### config.mk
export PLATFORM = sky130hd
export DESIGN_NAME = dram_xfer_top
export DESIGN_NICKNAME = d
export VERILOG_FILES = /design/src/design/dram_xfer_pkg.sv /design/src/design/dram_xfer_top.sv /design/src/design/xfer_result.sv /design/src/design/block_mover.sv /design/src/design/page_sequencer.sv /design/src/design/xfer_decode.sv
export SDC_FILE = /design/constraint.sdc
export NUM_CORES = 1
export LEC_CHECK = 0
export ABC_AREA = 1
export BUFFER_PORTS_ARGS = -buffer_cell sky130_fd_sc_hd__buf_2
export CORE_UTILIZATION = 60
export CTS_CLUSTER_DIAMETER = 150
export DETAILED_ROUTE_END_ITERATION = 16
export PLACE_DENSITY = 0.84
export SKIP_CTS_REPAIR_TIMING = 1
export SYNTH_ARGS = -nofsm -noshare
export SYNTH_HDL_FRONTEND = slang
export SYNTH_SLANG_ARGS = --single-unit
### constraint.sdc
create_clock -name CLK -period 15.75 [get_ports CLK]
set_clock_uncertainty 0.2 [all_clocks]
set_input_delay 3.15 -clock CLK [delete_from_list [all_inputs] [get_ports CLK]]
set_output_delay 3.15 -clock CLK [all_outputs]
set_load 0.01 [all_outputs]
### src/design/dram_xfer_pkg.sv
package dram_xfer_pkg;

  // transfer geometry
  localparam int unsigned block_len = 24;  // largest segment in words
  localparam int unsigned page_bits = 12;  // 4096-word dram page
  localparam int unsigned addr_w    = 32;
  localparam int unsigned len_w     = 16;
  localparam int unsigned cnt_w     = 5;   // holds up to block_len
  localparam int unsigned page_w    = addr_w - page_bits;

  // page sequencer state bits, one-hot
  localparam int unsigned st_idle       = 0;
  localparam int unsigned st_load       = 1;
  localparam int unsigned st_wait_grant = 2;
  localparam int unsigned st_wait_mover = 3;
  localparam int unsigned st_n          = 4;

  typedef struct packed {
    logic [addr_w-1:0] start;  // first word address
    logic [len_w-1:0]  len;    // words to move
    logic [1:0]        section;
  } xfer_cmd_t;

  typedef struct packed {
    logic [page_w-1:0]    page;   // dram page address
    logic [page_bits-1:0] start;  // offset inside the page
    logic [cnt_w-1:0]     count;
    logic [1:0]           section;
    logic                 last;   // final segment of the transfer
  } seg_t;

  typedef struct packed {
    logic [cnt_w-1:0] count;  // words the mover sent
    logic             last;
  } seg_rpt_t;

  typedef struct packed {
    logic [len_w-1:0]  total;
    logic [addr_w-1:0] next_addr;  // first word after the transfer
  } xfer_done_t;

endpackage
### src/design/dram_xfer_top.sv
`timescale 1ns/1ps

module dram_xfer_top (
  input  logic                             CLK,
  input  logic                             RST,
  input  logic                             cmd_valid,
  input  dram_xfer_pkg::xfer_cmd_t         cmd,
  output logic                             busy,
  output logic [dram_xfer_pkg::page_w-1:0] mcu_page_addr,
  output logic                             mcu_request_align,
  input  logic                             mcu_grant_align,
  output logic                             word_valid,
  output logic [dram_xfer_pkg::addr_w-1:0] word_addr,
  output logic [1:0]                       word_section,
  output logic                             done_valid,
  output dram_xfer_pkg::xfer_done_t        done
);

  logic                             seg_valid;
  dram_xfer_pkg::seg_t              seg;
  logic                             rpt_valid;
  dram_xfer_pkg::seg_rpt_t          rpt;

  // sequencer to mover
  logic [dram_xfer_pkg::addr_w-1:0] blck_start;
  logic [dram_xfer_pkg::cnt_w-1:0]  blck_count_req;
  logic [1:0]                       blck_section;
  logic                             blck_issue;
  logic                             blck_working;
  logic [dram_xfer_pkg::cnt_w-1:0]  blck_count_sent;

  xfer_decode u_decode (
    .CLK       (CLK),
    .RST       (RST),
    .cmd_valid (cmd_valid),
    .cmd       (cmd),
    .rpt_valid (rpt_valid),
    .rpt       (rpt),
    .seg_valid (seg_valid),
    .seg       (seg),
    .busy      (busy)
  );

  page_sequencer u_seq (
    .CLK               (CLK),
    .RST               (RST),
    .seg_valid         (seg_valid),
    .seg               (seg),
    .mcu_page_addr     (mcu_page_addr),
    .mcu_request_align (mcu_request_align),
    .mcu_grant_align   (mcu_grant_align),
    .blck_start        (blck_start),
    .blck_count_req    (blck_count_req),
    .blck_section      (blck_section),
    .blck_issue        (blck_issue),
    .blck_working      (blck_working),
    .blck_count_sent   (blck_count_sent),
    .rpt_valid         (rpt_valid),
    .rpt               (rpt)
  );

  block_mover u_mover (
    .CLK             (CLK),
    .RST             (RST),
    .blck_issue      (blck_issue),
    .blck_start      (blck_start),
    .blck_count_req  (blck_count_req),
    .blck_section    (blck_section),
    .blck_working    (blck_working),
    .blck_count_sent (blck_count_sent),
    .word_valid      (word_valid),
    .word_addr       (word_addr),
    .word_section    (word_section)
  );

  xfer_result u_result (
    .CLK        (CLK),
    .RST        (RST),
    .rpt_valid  (rpt_valid),
    .rpt        (rpt),
    .cmd_valid  (cmd_valid),
    .cmd        (cmd),
    .busy       (busy),
    .done_valid (done_valid),
    .done       (done)
  );

endmodule

### src/design/xfer_result.sv
`timescale 1ns/1ps

module xfer_result (
  input  logic                      CLK,
  input  logic                      RST,
  input  logic                      rpt_valid,
  input  dram_xfer_pkg::seg_rpt_t   rpt,
  input  logic                      cmd_valid,
  input  dram_xfer_pkg::xfer_cmd_t  cmd,
  input  logic                      busy,
  output logic                      done_valid,
  output dram_xfer_pkg::xfer_done_t done
);

  logic [dram_xfer_pkg::addr_w-1:0] start_q;
  logic [dram_xfer_pkg::len_w-1:0]  total_q;
  logic [dram_xfer_pkg::len_w-1:0]  sum;

  assign sum = total_q + dram_xfer_pkg::len_w'(rpt.count);

  always_ff @(posedge CLK)
  begin
    if (!RST)
    begin
      done_valid <= 1'b0;
      total_q    <= '0;
    end
    else
    begin
      done_valid <= 1'b0;
      if (cmd_valid && !busy)  // command taken by decode
      begin
        start_q <= cmd.start;
        total_q <= '0;
        if (cmd.len == '0)
        begin
          done_valid     <= 1'b1;  // nothing to move
          done.total     <= '0;
          done.next_addr <= cmd.start;
        end
      end
      else if (rpt_valid)
      begin
        total_q <= sum;
        if (rpt.last)
        begin
          done_valid     <= 1'b1;
          done.total     <= sum;
          done.next_addr <= start_q + dram_xfer_pkg::addr_w'(sum);
        end
      end
    end
  end

endmodule

### src/design/block_mover.sv
`timescale 1ns/1ps

module block_mover (
  input  logic                            CLK,
  input  logic                            RST,
  input  logic                            blck_issue,
  input  logic [dram_xfer_pkg::addr_w-1:0] blck_start,
  input  logic [dram_xfer_pkg::cnt_w-1:0]  blck_count_req,
  input  logic [1:0]                      blck_section,
  output logic                            blck_working,
  output logic [dram_xfer_pkg::cnt_w-1:0]  blck_count_sent,
  output logic                            word_valid,
  output logic [dram_xfer_pkg::addr_w-1:0] word_addr,
  output logic [1:0]                      word_section
);

  logic [dram_xfer_pkg::addr_w-1:0] addr_q;
  logic [dram_xfer_pkg::cnt_w-1:0]  left_q;  // words still to send
  logic [1:0]                       section_q;

  // one word per working cycle
  assign word_valid   = blck_working;
  assign word_addr    = addr_q;
  assign word_section = section_q;

  always_ff @(posedge CLK)
  begin
    if (!RST)
    begin
      blck_working    <= 1'b0;
      blck_count_sent <= '0;
      left_q          <= '0;
    end
    else if (blck_issue)
    begin
      addr_q          <= blck_start;
      section_q       <= blck_section;
      left_q          <= blck_count_req;
      blck_count_sent <= '0;
      blck_working    <= (blck_count_req != '0);
    end
    else if (blck_working)
    begin
      addr_q          <= addr_q + 1'b1;
      left_q          <= left_q - 1'b1;
      blck_count_sent <= blck_count_sent + 1'b1;
      if (left_q == dram_xfer_pkg::cnt_w'(1))
        blck_working <= 1'b0;  // this was the final word
    end
  end

endmodule

### src/design/page_sequencer.sv
`timescale 1ns/1ps

module page_sequencer (
  input  logic                                CLK,
  input  logic                                RST,
  input  logic                                seg_valid,
  input  dram_xfer_pkg::seg_t                 seg,
  // memory controller side
  output logic [dram_xfer_pkg::page_w-1:0]    mcu_page_addr,
  output logic                                mcu_request_align,
  input  logic                                mcu_grant_align,
  // block mover side
  output logic [dram_xfer_pkg::addr_w-1:0]    blck_start,
  output logic [dram_xfer_pkg::cnt_w-1:0]     blck_count_req,
  output logic [1:0]                          blck_section,
  output logic                                blck_issue,
  input  logic                                blck_working,
  input  logic [dram_xfer_pkg::cnt_w-1:0]     blck_count_sent,
  // segment report
  output logic                                rpt_valid,
  output dram_xfer_pkg::seg_rpt_t             rpt
);

  logic [dram_xfer_pkg::st_n-1:0] state;  // one-hot
  logic                           blck_working_prev;
  dram_xfer_pkg::seg_t            seg_q;  // segment held until the report

  logic go_issue;
  logic mover_done;

  // grant seen and mover free, issue in the next cycle
  assign go_issue = state[dram_xfer_pkg::st_wait_grant] && mcu_request_align &&
                    mcu_grant_align && !blck_working;

  // falling edge of working ends the segment
  assign mover_done = state[dram_xfer_pkg::st_wait_mover] &&
                      blck_working_prev && !blck_working;

  always_ff @(posedge CLK)
  begin
    if (!RST)
    begin
      state                        <= '0;
      state[dram_xfer_pkg::st_idle] <= 1'b1;
      blck_working_prev            <= 1'b0;
      mcu_request_align            <= 1'b0;
      blck_issue                   <= 1'b0;
      rpt_valid                    <= 1'b0;
    end
    else
    begin
      blck_working_prev <= blck_working;
      blck_issue        <= 1'b0;
      rpt_valid         <= 1'b0;

      if (state[dram_xfer_pkg::st_idle] && seg_valid)
      begin
        seg_q                         <= seg;
        state                         <= '0;
        state[dram_xfer_pkg::st_load] <= 1'b1;
      end

      if (state[dram_xfer_pkg::st_load])
      begin
        mcu_page_addr     <= seg_q.page;
        blck_start        <= {seg_q.page, seg_q.start};
        blck_count_req    <= seg_q.count;
        blck_section      <= seg_q.section;
        mcu_request_align <= 1'b1;  // ask the controller to align the page
        state                               <= '0;
        state[dram_xfer_pkg::st_wait_grant] <= 1'b1;
      end

      // a withdrawn grant just keeps us here
      if (go_issue)
      begin
        blck_issue                          <= 1'b1;
        state                               <= '0;
        state[dram_xfer_pkg::st_wait_mover] <= 1'b1;
      end

      if (mover_done)
      begin
        mcu_request_align             <= 1'b0;
        rpt_valid                     <= 1'b1;
        rpt.count                     <= blck_count_sent;
        rpt.last                      <= seg_q.last;
        state                         <= '0;
        state[dram_xfer_pkg::st_idle] <= 1'b1;
      end
    end
  end

endmodule

### src/design/xfer_decode.sv
`timescale 1ns/1ps

module xfer_decode (
  input  logic                     CLK,
  input  logic                     RST,
  input  logic                     cmd_valid,
  input  dram_xfer_pkg::xfer_cmd_t cmd,
  input  logic                     rpt_valid,
  input  dram_xfer_pkg::seg_rpt_t  rpt,
  output logic                     seg_valid,
  output dram_xfer_pkg::seg_t      seg,
  output logic                     busy
);

  logic [dram_xfer_pkg::addr_w-1:0] next_addr;  // start of the next segment
  logic [dram_xfer_pkg::len_w-1:0]  remain;     // words not yet segmented
  logic [1:0]                       section_q;

  logic                             accept;
  logic                             advance;
  logic [dram_xfer_pkg::addr_w-1:0] src_addr;
  logic [dram_xfer_pkg::len_w-1:0]  src_len;
  logic [1:0]                       src_section;
  dram_xfer_pkg::seg_t              nxt_seg;

  // smallest of block length, room left in the page and remaining length
  function automatic dram_xfer_pkg::seg_t cut_seg(
    input logic [dram_xfer_pkg::addr_w-1:0] addr,
    input logic [dram_xfer_pkg::len_w-1:0]  left,
    input logic [1:0]                       section
  );
    logic [dram_xfer_pkg::page_bits:0] to_page;
    logic [dram_xfer_pkg::len_w-1:0]   n;
    dram_xfer_pkg::seg_t               s;
    to_page = {1'b1, {dram_xfer_pkg::page_bits{1'b0}}} -
              {1'b0, addr[dram_xfer_pkg::page_bits-1:0]};
    n = left;
    if (n > dram_xfer_pkg::len_w'(dram_xfer_pkg::block_len))
      n = dram_xfer_pkg::len_w'(dram_xfer_pkg::block_len);
    if (n > dram_xfer_pkg::len_w'(to_page))
      n = dram_xfer_pkg::len_w'(to_page);
    s.page    = addr[dram_xfer_pkg::addr_w-1:dram_xfer_pkg::page_bits];
    s.start   = addr[dram_xfer_pkg::page_bits-1:0];
    s.count   = dram_xfer_pkg::cnt_w'(n);
    s.section = section;
    s.last    = (left == n);
    return s;
  endfunction

  assign accept  = cmd_valid && !busy;
  assign advance = busy && rpt_valid && !rpt.last;  // more words to go

  always_comb
  begin
    src_addr    = accept ? cmd.start : next_addr;
    src_len     = accept ? cmd.len : remain;
    src_section = accept ? cmd.section : section_q;
    nxt_seg     = cut_seg(src_addr, src_len, src_section);
  end

  always_ff @(posedge CLK)
  begin
    if (!RST)
    begin
      busy      <= 1'b0;
      seg_valid <= 1'b0;
    end
    else
    begin
      seg_valid <= 1'b0;
      if ((accept && cmd.len != '0) || advance)
      begin
        busy      <= 1'b1;
        seg_valid <= 1'b1;
        seg       <= nxt_seg;
        next_addr <= src_addr + dram_xfer_pkg::addr_w'(nxt_seg.count);
        remain    <= src_len - dram_xfer_pkg::len_w'(nxt_seg.count);
        section_q <= src_section;
      end
      if (busy && rpt_valid && rpt.last)
        busy <= 1'b0;  // transfer finished
    end
  end

endmodule

==> flow_summary_export.csv <==
group,metric,value,unit
placed_design,post-dp-hpwl,28480,um
placed_design,place_congestion,0.9633,
synthesis,synth_top_cell_by_area,"edfxtp_1",
global_routing,antenna_found_initial,2,
synthesis,yosys.cell_types.count,52,
synthesis,synth.avg_cell_area,9.862,sq um
clocking,clock_latency,0.52,ns
synthesis,ys_seq_area_frac,0.5729,
worst_setup_path,cp.required,15.82,ns
drt,routedWlPerCell,17.76,um
synthesis,syn_area,16370,sq um
sta,setup_viol,0,
sta,grt_setup_unrepaired,"no",
global_routing,grt_overflow_total,0,
synthesis,ys_seq_elements,325,
floorplanning,fp.dieArea,27950,sq um
worst_setup_path,cp_common_cell,"nand2_1",
clocking,cts_root_buffer,"clkbuf_16",
global_routing,grt_max_degree,85,
worst_setup_path,endpoint_kind,"register",
sta,finalCritPeriodShare,0.5509,
cells_and_area,drive_gt1_frac,0.1622,
synthesis,ys.flop_type,"edfxtp_1",
drt,dr_total_vias,12450,
clocking,clkSinkCount,325,
floorplanning,io_pins,160,
drt,ant_nets,0,
floorplanning,core_area,26880,sq um
worst_setup_path,path_class,"primary input to register",
drt,wl,38790,um
synthesis,yosys_warnings,0,
worst_setup_path,cp_data_arrival_time,8.74,ns
clocking,tritoncts,"yes",
sta,finalHoldViolCount,0,
cells_and_area,post-route-util,0.6873,
clocking,cts_buffers,34,
drt,vias_per_cell,5.700,
sta,max_freq,115.2,MHz
sta,tightest_slew,1.054,ns
global_routing,grt_pass1_wl,61690,um
worst_setup_path,slowest_delay,0.78,ns
power,ir_drop,0.06025,mV
worst_setup_path,critPathLaunchType,"primary input",
drt,drc,0,
drt,firstDrtPassIters,6,
clocking,clkSlewWorstSetupHoldPaths,0.06,ns
floorplanning,start_util,0.6091,
clocking,cts_buffer_depth,3,
cells_and_area,mostFrequentLayoutCell,"nand2_1",
floorplanning,die_w,167.2,um
flow_run,drv_cap,0,
power,leakage,7.614,nW
worst_hold_path,worstHoldPathType,"register to register",
placed_design,numPortBuffers,159,
floorplanning,die_h,167.2,um
global_routing,track_usage,0.2822,
synthesis,synthArstFlopShare,0,
floorplanning,rows,60,
sta,slew_headroom,0.2955,
synthesis,synth_top_area_frac,0.5264,
worst_setup_path,path_max_fanout,84,
synthesis,syn_inst,1660,
cells_and_area,n_antenna_cell,0,
power,power_density,107.5,nW/um^2
cells_and_area,final_cell_mix,"nand2_1, edfxtp_1, inv_1",
synthesis,synth_area_leaders,"edfxtp_1, nand2_1, dfxtp_1",
synthesis,synth-edff-count,287,
sta,setup_tns,0,ns
worst_setup_path,cp_slowest_cell,"buf_4",
global_routing,first_global_vias,12130,
sta,min_period,8.677,ns
outcome,status,"finished, final reports clean",
cells_and_area,nets,1926,
sta,finalMaxSlewViolations,0,
clocking,h-tree-depth,2,
cells_and_area,area_growth,12.83,%
drt,drt_iter0_drc,1267,
state kept, by name, indices dropped and copies added, names as in the netlist, 4 cells and up:
register                 cells
u_result.done               48
u_decode.seg                40
u_seq.seg_q                 40
u_decode.next_addr          32
u_mover.word_addr           32
u_result.start_q            32
u_seq.blck_start            32
u_decode.remain             16
u_result.total_q            16
u_seq.rpt                    6
u_mover.blck_count_sent      5
u_mover.left_q               5
u_seq.blck_count_req         5
u_seq.state                  4
logic make-up (layout without fill, tap and decap cells):
family,count (synthesis),count (layout),share of synthesized area
AO/OA/AOI/OAI,216,216,0.07635
XOR/XNOR,87,87,0.04700
adder cells (fa/ha/maj),54,54,0.04311
buffers and inverters,241,417,0.06359
flip-flops,325,325,0.5729
multiplexers,1,1,0.0006115
other,1,8,0.0002291
AND/OR/NAND/NOR,735,735,0.1962
Yosys cell counts, types with 2 or more instances:
cell type	n
o21a_1	7
o21ai_0	87
inv_2	8
o21ai_2	12
buf_6	7
nand3_2	3
nand2_1	390
o21ai_4	4
nor3_2	4
nor2_4	6
nor2_1	135
xor2_1	62
clkbuf_1	18
inv_1	181
fa_1	4
buf_1	3
xnor2_1	24
a21oi_1	70
nor2_2	9
o21bai_1	5
nor3_1	32
ha_1	50
nand3_1	83
and2_1	5
nand2_2	17
buf_4	22
nand2_4	2
a21o_1	2
dfxtp_1	38
o22ai_1	3
edfxtp_1	287
a31oi_1	9
nor3b_1	2
or2_2	9
nand4_1	25
a211oi_1	4
o21ai_1	7
nand3b_1	2
nor4_1	8
o211ai_1	2
area by class of cell:
class	instances	area (sq um)
Inverter	190	713.2
Tap cell	341	426.7
Clock buffer	37	893.4
Multi-Input combinational cell	1101	6017
Sequential cell	325	9379
Clock inverter	24	193.9
Timing Repair Buffer	166	848.3
Fill cell	1977	8404
stage by stage:
| stage | power [mW] | worst slack, ns | area, sq um | std cells | hold slack (ns) |
|---|---|---|---|---|---|
| floorplan | 1.156 | 7.549 | 16400 | 1667 | 0.2003 |
| global placement | 1.213 | 6.691 | 17380 | 2123 | 0.2015 |
| detailed placement | 1.221 | 6.567 | 17380 | 2123 | 0.2045 |
| CTS | 1.989 | 7.096 | 18470 | 2184 | 0.2140 |
| global route | 2.048 | 6.454 | 18470 | 2184 | 0.2209 |
| finish | 1.985 | 7.073 | 18470 | 2184 | 0.2128 |
power by group:
part	total, mW	internal [mW]	switching [mW]	leakage (nW)
sequential	0.988	0.977	0.0108	2.95
clock	0.778	0.446	0.332	0.528
combinational	0.219	0.0671	0.152	4.14
total	1.98	1.49	0.495	7.61
metal layers:
metal / part of all wire / routed length [um] / track usage / vias to the layer above
met4: 0.031 / 1215 / 0.1033 / 4
met2: 0.48 / 18650 / 0.4777 / 588
li1: - / - / - / 5904
met1: 0.41 / 15780 / 0.3703 / 5855
met3: 0.080 / 3113 / 0.04302 / 98
met5: 0.00067 / 26 / 0 / -
worst max-delay path: cells and delay by family:
family	cells	cell delay (ns)
buf+inv	6	1.30
fa+ha+maj	4	1.20
xor+xnor	1	0.16
simple gates	16	1.66
compound gates	5	1.25
final timing paths:
kind	start	end	slack, ns	cells past startpoint
setup / recovery	cmd_valid	u_decode.remain[14]$_DFFE_PP_	7.07	32
hold / removal	u_seq.seg_q[5]$_DFFE_PP_	u_seq.blck_count_req[2]$_DFFE_PP_	0.21	0
setup reg to reg	u_decode.busy$_SDFFE_PP0N_	u_decode.remain[14]$_DFFE_PP_	9.23	32
hold reg to reg	u_seq.seg_q[5]$_DFFE_PP_	u_seq.blck_count_req[2]$_DFFE_PP_	0.21	0
Power figures use the tool's default switching activity.
